### src/hdl/lsu_pkg.sv
// Shared constants and types for the RV32 load/store unit with data PMP.
// Every design file refers to these by scoped names through lsu_pkg::.

package lsu_pkg;

    // ----------------------------------------------------------
    // data path
    // ----------------------------------------------------------
    localparam int xlen_c  = 32;         // data path width
    localparam int ben_w_c = xlen_c / 8; // one enable per byte

    // ----------------------------------------------------------
    // physical memory protection
    // ----------------------------------------------------------
    localparam int pmp_regions_c = 4;  // implemented regions
    localparam int pmp_lsb_c     = 2;  // 4-byte granularity
    localparam int pmp_addr_w_c  = 34; // pmpaddr entry width

    // bit positions inside one pmpcfg byte
    localparam int pmp_cfg_r_c  = 0; // read permit
    localparam int pmp_cfg_w_c  = 1; // write permit
    localparam int pmp_cfg_al_c = 3; // mode field low bit
    localparam int pmp_cfg_ah_c = 4; // mode field high bit
    localparam int pmp_cfg_l_c  = 7; // lock bit

    // ----------------------------------------------------------
    // enums
    // ----------------------------------------------------------
    // access size from funct3[1:0]
    typedef enum logic [1:0] {
        size_byte = 2'b00, // lb / lbu / sb
        size_half = 2'b01, // lh / lhu / sh
        size_word = 2'b10  // lw / sw
    } access_size_e;

    // effective privilege of the data access
    typedef enum logic {
        priv_user    = 1'b0,
        priv_machine = 1'b1
    } priv_mode_e;

    // pmpcfg address matching mode
    typedef enum logic [1:0] {
        pmp_off = 2'b00, // region disabled
        pmp_tor = 2'b01  // top of range
    } pmp_mode_e;         // NA4 / NAPOT encodings treated as off

endpackage

### src/hdl/lsu_req_if.sv
// Registered request of the current data access.
// Written by the request stage, read by the access arbiter and the
// load aligner. Fields load on mo_we_i and hold otherwise.

`timescale 1ns/1ps

interface lsu_req_if;

    logic [lsu_pkg::xlen_c-1:0] mar;           // memory address register
    logic                       misaligned;    // address violates size alignment
    lsu_pkg::access_size_e      size;          // byte / half / word
    logic                       load_unsigned; // funct3[2] of the access
    logic                       is_store;      // direction of the access

    // request registers own all fields
    modport mp_producer (
        output mar,
        output misaligned,
        output size,
        output load_unsigned,
        output is_store
    );

    // arbiter only needs direction and alignment
    modport mp_arbiter (
        input misaligned,
        input is_store
    );

    // load formatting
    modport mp_align (
        input mar,
        input size,
        input load_unsigned
    );

endinterface

### src/hdl/lsu_pmp_check.sv
// PMP check of the data address in top-of-range mode.
// Purely combinational; the arbiter registers both fault flags.
// The lowest-numbered matching region decides, debug mode overrides.

`timescale 1ns/1ps

module lsu_pmp_check (
    input  logic [lsu_pkg::xlen_c-1:0]       addr_i,     // data access address
    input  lsu_pkg::priv_mode_e              bus_priv_i, // effective privilege
    input  logic                             debug_i,    // debug mode, no checks
    input  logic [lsu_pkg::pmp_addr_w_c-1:0] pmp_addr_i [lsu_pkg::pmp_regions_c],
    input  logic [7:0]                       pmp_ctrl_i [lsu_pkg::pmp_regions_c],
    output logic                             ld_fault_o, // load not permitted
    output logic                             st_fault_o  // store not permitted
);

    logic [lsu_pkg::pmp_regions_c-1:0] cmp_lt;  // addr below region bound
    logic [lsu_pkg::pmp_regions_c-1:0] match;   // addr inside region
    logic [lsu_pkg::pmp_regions_c-1:0] perm_rd; // read allowed in region
    logic [lsu_pkg::pmp_regions_c-1:0] perm_wr; // write allowed in region
    logic                              ld_fault;
    logic                              st_fault;

    // ----------------------------------------------------------
    // region match
    // ----------------------------------------------------------
    // one comparator per bound; base of region r is bound r-1
    always_comb begin
        for (int r = 0; r < lsu_pkg::pmp_regions_c; r++) begin
            cmp_lt[r] = addr_i[lsu_pkg::xlen_c-1:lsu_pkg::pmp_lsb_c] <
                        pmp_addr_i[r][lsu_pkg::xlen_c-1:lsu_pkg::pmp_lsb_c];
        end
    end

    always_comb begin
        for (int r = 0; r < lsu_pkg::pmp_regions_c; r++) begin
            if (lsu_pkg::pmp_mode_e'(pmp_ctrl_i[r][lsu_pkg::pmp_cfg_ah_c:lsu_pkg::pmp_cfg_al_c])
                    == lsu_pkg::pmp_tor) begin
                if (r == 0) begin
                    match[r] = cmp_lt[r]; // base is zero
                end else begin
                    match[r] = ~cmp_lt[r-1] & cmp_lt[r]; // prev bound <= addr < bound
                end
            end else begin
                match[r] = 1'b0; // off, NA4 and NAPOT never match
            end
        end
    end

    // ----------------------------------------------------------
    // permissions
    // ----------------------------------------------------------
    always_comb begin
        for (int r = 0; r < lsu_pkg::pmp_regions_c; r++) begin
            if (bus_priv_i == lsu_pkg::priv_machine) begin
                // machine mode bypasses unlocked entries
                perm_rd[r] = ~pmp_ctrl_i[r][lsu_pkg::pmp_cfg_l_c] |
                             pmp_ctrl_i[r][lsu_pkg::pmp_cfg_r_c];
                perm_wr[r] = ~pmp_ctrl_i[r][lsu_pkg::pmp_cfg_l_c] |
                             pmp_ctrl_i[r][lsu_pkg::pmp_cfg_w_c];
            end else begin
                perm_rd[r] = pmp_ctrl_i[r][lsu_pkg::pmp_cfg_r_c]; // user always checked
                perm_wr[r] = pmp_ctrl_i[r][lsu_pkg::pmp_cfg_w_c];
            end
        end
    end

    // ----------------------------------------------------------
    // priority chain
    // ----------------------------------------------------------
    // walk from the highest region down so region 0 wins
    always_comb begin
        ld_fault = (bus_priv_i != lsu_pkg::priv_machine); // no match faults in user mode
        st_fault = (bus_priv_i != lsu_pkg::priv_machine);
        for (int r = lsu_pkg::pmp_regions_c-1; r >= 0; r--) begin
            if (match[r]) begin
                ld_fault = ~perm_rd[r];
                st_fault = ~perm_wr[r];
            end
        end
    end

    assign ld_fault_o = ld_fault & ~debug_i; // debug mode never faults
    assign st_fault_o = st_fault & ~debug_i;

endmodule

### src/hdl/lsu_request.sv
// Request stage of the load/store unit.
// Latches address and access type on mo_we_i, checks alignment, and
// prepares replicated write data with matching byte enables.

`timescale 1ns/1ps

module lsu_request (
    input  logic                        clk_i,
    input  logic                        mo_we_i,    // latch new access
    input  logic [2:0]                  funct3_i,   // size and unsigned flag
    input  logic                        is_store_i, // store when high
    input  logic [lsu_pkg::xlen_c-1:0]  addr_i,     // ALU result
    input  logic [lsu_pkg::xlen_c-1:0]  wdata_i,    // rs2 value
    lsu_req_if.mp_producer              req,
    output logic [lsu_pkg::xlen_c-1:0]  d_bus_wdata_o,
    output logic [lsu_pkg::ben_w_c-1:0] d_bus_ben_o
);

    lsu_pkg::access_size_e       size_nxt;  // decoded size
    logic                        misal_nxt; // alignment check on addr_i
    logic [lsu_pkg::xlen_c-1:0]  wdata_nxt;
    logic [lsu_pkg::ben_w_c-1:0] ben_nxt;

    // ----------------------------------------------------------
    // decode and alignment
    // ----------------------------------------------------------
    always_comb begin
        case (funct3_i[1:0])
            2'b00:   size_nxt = lsu_pkg::size_byte;
            2'b01:   size_nxt = lsu_pkg::size_half;
            default: size_nxt = lsu_pkg::size_word; // 2'b11 has no RV32 meaning
        endcase
    end

    always_comb begin
        case (size_nxt)
            lsu_pkg::size_half: misal_nxt = addr_i[0];             // needs even address
            lsu_pkg::size_word: misal_nxt = addr_i[1] | addr_i[0]; // needs 4-byte boundary
            default:            misal_nxt = 1'b0;                  // bytes always fit
        endcase
    end

    // ----------------------------------------------------------
    // write data and byte enables
    // ----------------------------------------------------------
    always_comb begin
        case (size_nxt)
            lsu_pkg::size_byte: begin
                wdata_nxt = {(lsu_pkg::xlen_c/8){wdata_i[7:0]}}; // byte in every lane
                ben_nxt   = {{(lsu_pkg::ben_w_c-1){1'b0}}, 1'b1} << addr_i[1:0];
            end
            lsu_pkg::size_half: begin
                wdata_nxt = {(lsu_pkg::xlen_c/16){wdata_i[15:0]}}; // both halves
                ben_nxt   = addr_i[1] ? 4'b1100 : 4'b0011;
            end
            default: begin
                wdata_nxt = wdata_i;  // word as is
                ben_nxt   = '1;       // all lanes
            end
        endcase
    end

    // ----------------------------------------------------------
    // request registers
    // ----------------------------------------------------------
    always_ff @(posedge clk_i) begin
        if (mo_we_i) begin
            req.mar           <= addr_i;
            req.misaligned    <= misal_nxt;
            req.size          <= size_nxt;
            req.load_unsigned <= funct3_i[2]; // lbu / lhu
            req.is_store      <= is_store_i;
            d_bus_wdata_o     <= wdata_nxt;
            d_bus_ben_o       <= ben_nxt;
        end
    end

endmodule

### src/hdl/lsu_access_arbiter.sv
// Access arbiter of the load/store unit.
// Tracks the one access in flight, collects bus errors and registered
// PMP faults, and drives bus strobes and the trap flags by direction.

`timescale 1ns/1ps

module lsu_access_arbiter (
    input  logic clk_i,
    input  logic rstn_i,
    input  logic bus_req_i,   // start pulse
    input  logic trap_i,      // abort pending access
    input  logic ld_fault_i,  // combinational PMP load fault
    input  logic st_fault_i,  // combinational PMP store fault
    input  logic d_bus_ack_i,
    input  logic d_bus_err_i,
    lsu_req_if.mp_arbiter req,
    output logic d_wait_o,
    output logic ma_load_o,
    output logic ma_store_o,
    output logic be_load_o,
    output logic be_store_o,
    output logic d_bus_we_o,
    output logic d_bus_re_o
);

    logic pend;      // access in flight
    logic err;       // sticky error of this access
    logic pmp_r_err; // registered load fault
    logic pmp_w_err; // registered store fault
    logic pmp_err;   // fault matching the direction

    assign pmp_err = req.is_store ? pmp_w_err : pmp_r_err;

    // ----------------------------------------------------------
    // pending state and error accumulation
    // ----------------------------------------------------------
    always_ff @(posedge clk_i or negedge rstn_i) begin
        if (!rstn_i) begin
            pend      <= 1'b0;
            err       <= 1'b0;
            pmp_r_err <= 1'b0;
            pmp_w_err <= 1'b0;
        end else begin
            pmp_r_err <= ld_fault_i; // sampled every cycle
            pmp_w_err <= st_fault_i;
            if (!pend) begin
                err <= 1'b0; // fresh start for next access
                if (bus_req_i) begin
                    pend <= 1'b1;
                end
            end else begin
                if (d_bus_err_i || pmp_err) begin
                    err <= 1'b1;
                end
                if (d_bus_ack_i || trap_i) begin
                    pend <= 1'b0; // normal end or trap entry
                end
            end
        end
    end

    assign d_wait_o = ~d_bus_ack_i; // stall until memory answers

    // flags only while the access is pending
    assign ma_load_o  = pend & ~req.is_store & req.misaligned;
    assign ma_store_o = pend &  req.is_store & req.misaligned;
    assign be_load_o  = pend & ~req.is_store & err;
    assign be_store_o = pend &  req.is_store & err;

    // strobes only in the request cycle, none for bad accesses
    assign d_bus_we_o = bus_req_i &  req.is_store & ~req.misaligned & ~pmp_w_err;
    assign d_bus_re_o = bus_req_i & ~req.is_store & ~req.misaligned & ~pmp_r_err;

endmodule

### src/hdl/lsu_load_align.sv
// Load data formatting.
// Picks the addressed byte or half-word from the bus word and extends it
// with zeros or the sign bit; the result is registered every cycle.

`timescale 1ns/1ps

module lsu_load_align (
    input  logic                       clk_i,
    input  logic [lsu_pkg::xlen_c-1:0] d_bus_rdata_i, // raw bus word
    lsu_req_if.mp_align                req,
    output logic [lsu_pkg::xlen_c-1:0] rdata_o        // formatted load result
);

    logic [7:0]                 sel_byte; // addressed byte lane
    logic [15:0]                sel_half; // addressed half-word
    logic                       sext_b;   // fill bit for byte loads
    logic                       sext_h;   // fill bit for half loads
    logic [lsu_pkg::xlen_c-1:0] rdata_nxt;

    // ----------------------------------------------------------
    // lane select
    // ----------------------------------------------------------
    assign sel_byte = d_bus_rdata_i[req.mar[1:0]*8 +: 8];
    assign sel_half = req.mar[1] ? d_bus_rdata_i[31:16] : d_bus_rdata_i[15:0];

    assign sext_b = ~req.load_unsigned & sel_byte[7];  // lb sign
    assign sext_h = ~req.load_unsigned & sel_half[15]; // lh sign

    // ----------------------------------------------------------
    // extension
    // ----------------------------------------------------------
    always_comb begin
        case (req.size)
            lsu_pkg::size_byte: begin
                rdata_nxt = {{(lsu_pkg::xlen_c-8){sext_b}}, sel_byte};
            end
            lsu_pkg::size_half: begin
                rdata_nxt = {{(lsu_pkg::xlen_c-16){sext_h}}, sel_half};
            end
            default: begin
                rdata_nxt = d_bus_rdata_i; // word passes through
            end
        endcase
    end

    // valid the cycle after ack
    always_ff @(posedge clk_i) begin
        rdata_o <= rdata_nxt;
    end

endmodule

### src/hdl/lsu_top.sv
// Top level of the RV32 data load/store unit with PMP.
// Connects the request stage, PMP check, access arbiter and load aligner.
// The caller holds addr_i stable from mo_we_i until bus_req_i.

`timescale 1ns/1ps

module lsu_top (
    input  logic                             clk_i,
    input  logic                             rstn_i,
    // control from the core
    input  logic                             mo_we_i,    // latch address and type
    input  logic [2:0]                       funct3_i,
    input  logic                             is_store_i,
    input  logic                             bus_req_i,  // start access
    input  logic                             trap_i,     // abort access
    input  logic                             debug_i,    // debug mode
    input  lsu_pkg::priv_mode_e              bus_priv_i, // effective privilege
    // data path
    input  logic [lsu_pkg::xlen_c-1:0]       addr_i,
    input  logic [lsu_pkg::xlen_c-1:0]       wdata_i,
    output logic [lsu_pkg::xlen_c-1:0]       rdata_o,
    output logic [lsu_pkg::xlen_c-1:0]       mar_o,      // for mtval
    output logic                             d_wait_o,
    output logic                             ma_load_o,
    output logic                             ma_store_o,
    output logic                             be_load_o,
    output logic                             be_store_o,
    // PMP tables
    input  logic [lsu_pkg::pmp_addr_w_c-1:0] pmp_addr_i [lsu_pkg::pmp_regions_c],
    input  logic [7:0]                       pmp_ctrl_i [lsu_pkg::pmp_regions_c],
    // data bus
    output logic [lsu_pkg::xlen_c-1:0]       d_bus_addr_o,
    input  logic [lsu_pkg::xlen_c-1:0]       d_bus_rdata_i,
    output logic [lsu_pkg::xlen_c-1:0]       d_bus_wdata_o,
    output logic [lsu_pkg::ben_w_c-1:0]      d_bus_ben_o,
    output logic                             d_bus_we_o,
    output logic                             d_bus_re_o,
    input  logic                             d_bus_ack_i,
    input  logic                             d_bus_err_i
);

    lsu_req_if req_if ();

    logic ld_fault; // PMP check to arbiter
    logic st_fault;

    assign mar_o        = req_if.mar;
    assign d_bus_addr_o = req_if.mar; // bus address straight from mar

    lsu_request u_request (
        .clk_i         (clk_i),
        .mo_we_i       (mo_we_i),
        .funct3_i      (funct3_i),
        .is_store_i    (is_store_i),
        .addr_i        (addr_i),
        .wdata_i       (wdata_i),
        .req           (req_if.mp_producer),
        .d_bus_wdata_o (d_bus_wdata_o),
        .d_bus_ben_o   (d_bus_ben_o)
    );

    lsu_pmp_check u_pmp_check (
        .addr_i     (addr_i),
        .bus_priv_i (bus_priv_i),
        .debug_i    (debug_i),
        .pmp_addr_i (pmp_addr_i),
        .pmp_ctrl_i (pmp_ctrl_i),
        .ld_fault_o (ld_fault),
        .st_fault_o (st_fault)
    );

    lsu_access_arbiter u_arbiter (
        .clk_i       (clk_i),
        .rstn_i      (rstn_i),
        .bus_req_i   (bus_req_i),
        .trap_i      (trap_i),
        .ld_fault_i  (ld_fault),
        .st_fault_i  (st_fault),
        .d_bus_ack_i (d_bus_ack_i),
        .d_bus_err_i (d_bus_err_i),
        .req         (req_if.mp_arbiter),
        .d_wait_o    (d_wait_o),
        .ma_load_o   (ma_load_o),
        .ma_store_o  (ma_store_o),
        .be_load_o   (be_load_o),
        .be_store_o  (be_store_o),
        .d_bus_we_o  (d_bus_we_o),
        .d_bus_re_o  (d_bus_re_o)
    );

    lsu_load_align u_load_align (
        .clk_i         (clk_i),
        .d_bus_rdata_i (d_bus_rdata_i),
        .req           (req_if.mp_align),
        .rdata_o       (rdata_o)
    );

endmodule

### config.mk
export PLATFORM = sky130hd
export DESIGN_NAME = lsu_top
export DESIGN_NICKNAME = d
export VERILOG_FILES = /design/src/hdl/lsu_pkg.sv /design/src/hdl/lsu_req_if.sv /design/src/hdl/lsu_pmp_check.sv /design/src/hdl/lsu_request.sv /design/src/hdl/lsu_access_arbiter.sv /design/src/hdl/lsu_load_align.sv /design/src/hdl/lsu_top.sv
export SDC_FILE = /design/constraint.sdc
export NUM_CORES = 1
export LEC_CHECK = 0
export BUFFER_PORTS_ARGS = -buffer_cell sky130_fd_sc_hd__buf_2
export CAP_MARGIN = 10
export CORE_ASPECT_RATIO = 0.7
export CORE_MARGIN = 8
export CORE_UTILIZATION = 25
export DETAILED_ROUTE_END_ITERATION = 10
export PLACE_DENSITY = 0.61
export SLEW_MARGIN = 20
export SYNTH_ARGS = -nofsm -noshare
export SYNTH_HDL_FRONTEND = slang
export SYNTH_SLANG_ARGS = --single-unit
### constraint.sdc
create_clock -name clk_i -period 3.64 [get_ports clk_i]
set_clock_uncertainty 0.15 [all_clocks]
set_input_delay 0.182 -clock clk_i [delete_from_list [all_inputs] [get_ports clk_i]]
set_output_delay 0.182 -clock clk_i [all_outputs]
set_load 0.05 [all_outputs]
; ---- Yosys cells after proc, flatten, opt, wreduce, memory -nomap -nowiden
; Index checks and enable logic that the tools add are counted.
[word_totals]
out_inout_bits = 139
register_bits = 109
elab_cells = 116
[classes]
order_cmp = 4
muxes = 33
reduce_logical = 5
bitwise = 51
shifts = 2
eq_ne = 9
[op_table]
columns = operator, count
row1 = one-hot mux 32 bit (2 select lines), 2
row2 = less-than comparator 30 bit, 4
row3 = indexed part select 32 x 6 -> 8 bit, 1
row4 = two-way mux 1 bit, 26
row5 = NOT 1 bit, 23
row6 = bitwise AND 1 bit, 19
row7 = two-way mux 16 bit, 1
row8 = equality test 2 x 1 -> 1 bit (second input constant), 7
row9 = OR 1 bit, 9
row10 = one-hot mux 4 bit (2 select lines), 1
row11 = logical NOT 2 bit, 3
row12 = two-way mux 4 bit, 1
row13 = one-hot mux 2 bit (2 select lines), 1
row14 = << shifter 1 x 2 -> 4 bit (first input constant), 1
row15 = equality test 2 bit (second input constant), 1
row16 = logical OR 1 bit, 2
row17 = inequality test 2 bit (second input constant), 1
row18 = one-hot mux 1 bit (2 select lines), 1

; ---- Longest topological paths before layout
[depth]
ltp_word = 9
ltp_mapped = 10

; ---- Cells and area by module
; Synthesis repeated with hierarchy kept, for this count alone.
[hier_totals]
hier_cells = 762
hier_area_um2 = 7543.5
[by_module_without_submodules]
columns = module, seq_area_each_um2, instances, area_each_um2, cells_each
row1 = lsu_pmp_check, 0.0, 1, 3099.2, 438
row2 = lsu_request, 2192.1, 1, 2628.8, 130
row3 = lsu_load_align, 640.6, 1, 1382.6, 147
row4 = lsu_top, 0.0, 1, 240.2, 32
row5 = lsu_access_arbiter, 100.1, 1, 192.7, 15

; ---- Worst setup path after synthesis
; Ideal clock, no wire load.
[synth_path]
path_type = register to output
from = register u_request.req.is_store
to = output port d_bus_re_o
t_arrival_ps = 2101
stages_incl_launch_ff = 2
setup_slack_ps = 1207
cell_sequence = edfxtp_1 nor4b_1
[synth_via]
elab_chain_cells = 4
[synth_lines]
columns = element, line
row1 = from (decl), lsu_req_if.sv:21  ; output is_store
row2 = from (signal assigned), lsu_request.sv:72  ; req.is_store <= is_store_i;
row3 = NOT 1 bit, lsu_access_arbiter.sv:72  ; assign d_bus_re_o = bus_req_i & ~req.is_store & ~req.misaligned & ~pmp_r_err;
row4 = bitwise AND 1 bit (3 in series), lsu_access_arbiter.sv:72
row5 = to (decl), lsu_top.sv:37  ; output logic d_bus_re_o,
; No other way between the ends.

; ---- Worst setup path after layout
[layout_path]
from = input port addr_i[30] in the netlist's numbering
to = register u_arbiter.pmp_w_err
[layout_via]
elab_chain_cells = 9
word_cells_on_any_way = 19
cone_classes = 4 x order compare / 8 x mux / 7 x bitwise
[layout_lines]
columns = element, line
row1 = from (decl), lsu_top.sv:19  ; input logic [lsu_pkg::xlen_c-1:0] addr_i,
row2 = less-than comparator 30 bit, lsu_pmp_check.sv:30  ; cmp_lt[r] = addr_i[lsu_pkg::xlen_c-1:lsu_pkg::pmp_lsb_c] <
row3 = NOT 1 bit, lsu_pmp_check.sv:42  ; match[r] = ~cmp_lt[r-1] & cmp_lt[r];
row4 = bitwise AND 1 bit, lsu_pmp_check.sv:42
row5 = two-way mux 1 bit, lsu_pmp_check.sv:37  ; if (lsu_pkg::pmp_mode_e'(pmp_ctrl_i[r][lsu_pkg::pmp_cfg_ah_c:lsu_pkg::pmp_cfg_al_c])
row6 = two-way mux 1 bit (3 in series), lsu_pmp_check.sv:76  ; if (match[r]) begin
row7 = two-way mux 1 bit (*), lsu_pmp_check.sv:76
row8 = bitwise AND 1 bit (*), lsu_pmp_check.sv:84  ; assign st_fault_o = st_fault & ~debug_i;
row9 = named net st_fault, lsu_top.sv:45  ; logic st_fault;
row10 = to (signal assigned), lsu_access_arbiter.sv:45  ; pmp_w_err <= st_fault_i;
row11 = to (decl), lsu_access_arbiter.sv:29  ; logic pmp_w_err;
; The timed path passes the listed nets; every way through them passes the cells marked *.
; A chain may end at the register's enable or synchronous reset.

==> impl_metrics.tcl <==
set metrics [dict create \
    p_sw_frac 0.388 \
    cp-start-kind "input port" \
    die_w_um 222 \
    drv_slew 0 \
    drt_iter0_markers 370 \
    fin_tns_setup_ns 0 \
    seq_area_frac_synth 0.395 \
    antenna_found_initial 4 \
    clockPowerShare 0.260 \
    hold_ws_ns 0.0300 \
    final_area_um2 10900 \
    finalHoldViolations 0 \
    dp_slack_ns 0.248 \
    synth_edf_count 73 \
    min_period_ns 3.30 \
    final_cells 1611 \
    r2r_cells 5 \
    p_per_area_nw_per_um2 361 \
    vias 7209 \
    cts.sinks 109 \
    critical_path_class "in -> reg" \
    clockRootBuffer "clkbuf_16" \
    min_period_over_period 0.906 \
    grt_pass1_wl_um 43400 \
    ios 416 \
    path_max_fanout 5 \
    viasPerCell 4.47 \
    internal-power_mw 2.42 \
    antenna_left 0 \
    die-area_um2 35500 \
    run_status "completed" \
    fmax_ghz 0.303 \
    synth_top_family_by_area "adder cells" \
    met1_length_um 12400 \
    top_layer_used "met4" \
    total_power_mw 3.95 \
    cts_tree "done" \
    clk_pin_slew_ns 0.08 \
    setup_viol 0 \
    diodes 0 \
    dp.cells 1487 \
    layout.nets 1621 \
    async_flop_share 0.0367 \
    worstPathArrival_ns 3.38 \
    synth_seq_cells 109 \
    drc 0 \
    relSlewSlack 0.428 \
    initial_core_util 0.255 \
    rsz0062_at_grt "false" \
    wirelength_um 28800 \
    grt_pass1_vias 7523 \
    synth_cell_types 52 \
    min_path_type "in -> async" \
    yosys.area_share.simple 0.125 \
    syn_area_per_cell_um2 9.69 \
    r2r_start "u_request.req.size[0]" \
    synth_compound_area_frac 0.138 \
    gp_congestion 0.847 \
    clk_latency_ns 0.35 \
    synth_warnings 0 \
    fin_ws_ns 0.342 \
    area_growth_pct 47.5 \
    tightest_slew_ns 0.858 \
    end_kind "flip-flop" \
    fp.coreArea_um2 29100 \
    synthMuxAreaShare 0.0440 \
    place_area_um2 9560 \
    synthXorXnorAreaFrac 0 \
    p_leak_nw 5.69 \
    syn_area_um2 7420 \
    irDropWorstVdd_mv 0.206 \
    synth_ff_type "edfxtp_1" \
    io_buffers 387 \
    htreeDepth 3 \
    cts_made_buffers 9 \
    overflow 0 \
    p_switching_mw 1.53 \
    wl_per_cell_um 17.9 \
    reg2reg_setup_slack_ns 1.12 \
    drive_above_1_share 0.357 \
    post-dp-hpwl_um 23100 \
    cts_buffer_depth 2 \
    wl_met2_um 14200 \
    crit_required_ns 3.72 \
    drtPass1Iterations 5 \
    seqPwrFrac 0.381 \
    finish.utilization 0.376 \
    maxCapViolations 0 \
    rr_endpoint "u_load_align.rdata_o[3]" \
    grt_usage 0.155 \
    grt_max_degree 61 \
    combPwrFrac 0.359 \
    synth_cells 766 \
    row_count 52 \
    cts_setup_buffers 0 \
    syn-num-nets 1159 \
    die_h_um 160 \
    synth_fa_ha_area_frac 0.196 \
    dr_wl_met3_um 1570 \
]
==> per-layer routing <==
metal,vias to the layer above,global-route usage
met2,251,0.278
li1,3587,-
met1,3331,0.182
met3,40,0.0428
met4,0,0.0391
met5,-,0
==> kinds of logic (layout without fill, tap and decap cells) <==
logic type | after synthesis | after routing
and+or+nand+nor | 188 | 188
muxes | 29 | 29
DFF | 109 | 109
adders and majority gates | 116 | 116
AOI/OAI and AO/OA | 155 | 155
buffers and inverters | 169 | 636
==> worst max-delay path by stage <==
stage                                     end  slack [ns]              startpoint
after floorplan                    d_bus_re_o        1.21  u_request.req.is_store
after global placement    u_arbiter.pmp_w_err        0.27              addr_i[30]
after detailed placement  u_arbiter.pmp_w_err        0.25              addr_i[30]
after CTS                 u_arbiter.pmp_w_err        0.09              addr_i[30]
after global routing      u_arbiter.pmp_w_err        0.06              addr_i[30]
final                     u_arbiter.pmp_w_err        0.34              addr_i[30]
==> synthesized netlist by cell type, types with 2 or more instances <==
cell	count	area, um^2
nor3_1	3	15.0
a211oi_1	3	22.5
nor3b_1	2	15.0
dfxtp_1	32	641
edfxtp_1	73	2190
clkbuf_1	14	52.6
o21ai_2	2	17.5
nand2_1	97	364
ha_1	116	1450
mux2_2	19	214
o21a_1	3	22.5
buf_1	2	7.51
buf_4	32	240
a211o_1	2	17.5
and4_1	4	35.0
and3_1	2	12.5
a221o_2	2	22.5
nand4_1	15	93.8
nand3b_1	2	15.0
o21ai_1	2	10.0
a21oi_1	60	300
a2111oi_4	2	55.1
a21o_1	15	113
nor2b_1	4	25.0
mux2i_1	9	90.1
nand3_1	12	60.1
and2_0	2	12.5
o21bai_1	2	15.0
dfrtp_1	4	100
nand2b_1	19	119
o21ai_0	30	150
o211ai_1	6	45.0
and3b_1	4	35.0
a31oi_1	6	37.5
nor2_1	16	60.1
a21oi_2	3	26.3
inv_1	121	454
a221o_1	10	100
==> sequential cells by signal (all words and copies together) (netlist names) <==
signal                       flops
u_request.d_bus_wdata_o         32
u_arbiter.pmp_r_err              1
u_request.req.mar               32
u_request.req.misaligned         1
u_arbiter.err                    1
u_request.d_bus_ben_o            4
u_request.req.size               2
u_arbiter.pend                   1
u_arbiter.pmp_w_err              1
u_load_align.rdata_o            32
u_request.req.load_unsigned      1
u_request.req.is_store           1
==> layout by cell type (no fill, tap or decap), types with 3 or more instances in the layout <==
master,instances
a211oi_1,3
a21o_1,15
a21oi_1,60
a21oi_2,3
a221o_1,10
a31oi_1,6
and3b_1,4
and4_1,4
buf_2,386
buf_4,5
clkbuf_16,9
dfrtp_1,4
dfxtp_1,32
dlygate4sd3_1,108
edfxtp_1,73
ha_1,116
inv_1,121
mux2_2,19
mux2i_1,9
nand2_1,97
nand2b_1,19
nand3_1,12
nand4_1,15
nor2_1,16
nor2b_1,4
nor3_1,3
o211ai_1,6
o21a_1,3
o21ai_0,30
==> layout make-up <==
type	count	area (um^2)
inverters	121	454
clock buffers	9	225
flip-flops and latches	109	2930
multi-input cells	488	3740
clock inverters	7	77.6
fillers	2861	18100
well taps	378	473
repair buffers	499	3050
==> power groups by stage <==
| stage | clock [mW] | sequential, mW | combinational [mW] |
|---|---|---|---|
| 6_report | 1.03 | 1.51 | 1.42 |
| 5_1_grt | 1.11 | 1.52 | 1.53 |
| 4_1_cts | 1.08 | 1.51 | 1.42 |
| 3_5_place_dp | 0 | 1.53 | 1.32 |
| 3_3_place_gp | 0 | 1.53 | 1.30 |
| 2_1_floorplan | 0 | 1.90 | 0.526 |
==> worst max-delay path, stage by stage <==
cell,delay [ns]
dlygate4sd3_1,0.54
buf_2,0.17
ha_1,0.34
a21oi_1,0.16
nand2_1,0.08
a2111oi_1,0.68
buf_4,0.22
o211ai_1,0.08
a21oi_1,0.28
nand3_1,0.14
o21a_1,0.20
a31oi_1,0.30
==> timing repair <==
item | 4_1_cts | 5_1_grt
hold endpoints to repair | 106 | 0
hold buffers | 108 | 0
gates resized for setup | 0 | 1
setup endpoints to repair | 0 | 2
Power figures use the tool's default switching activity.
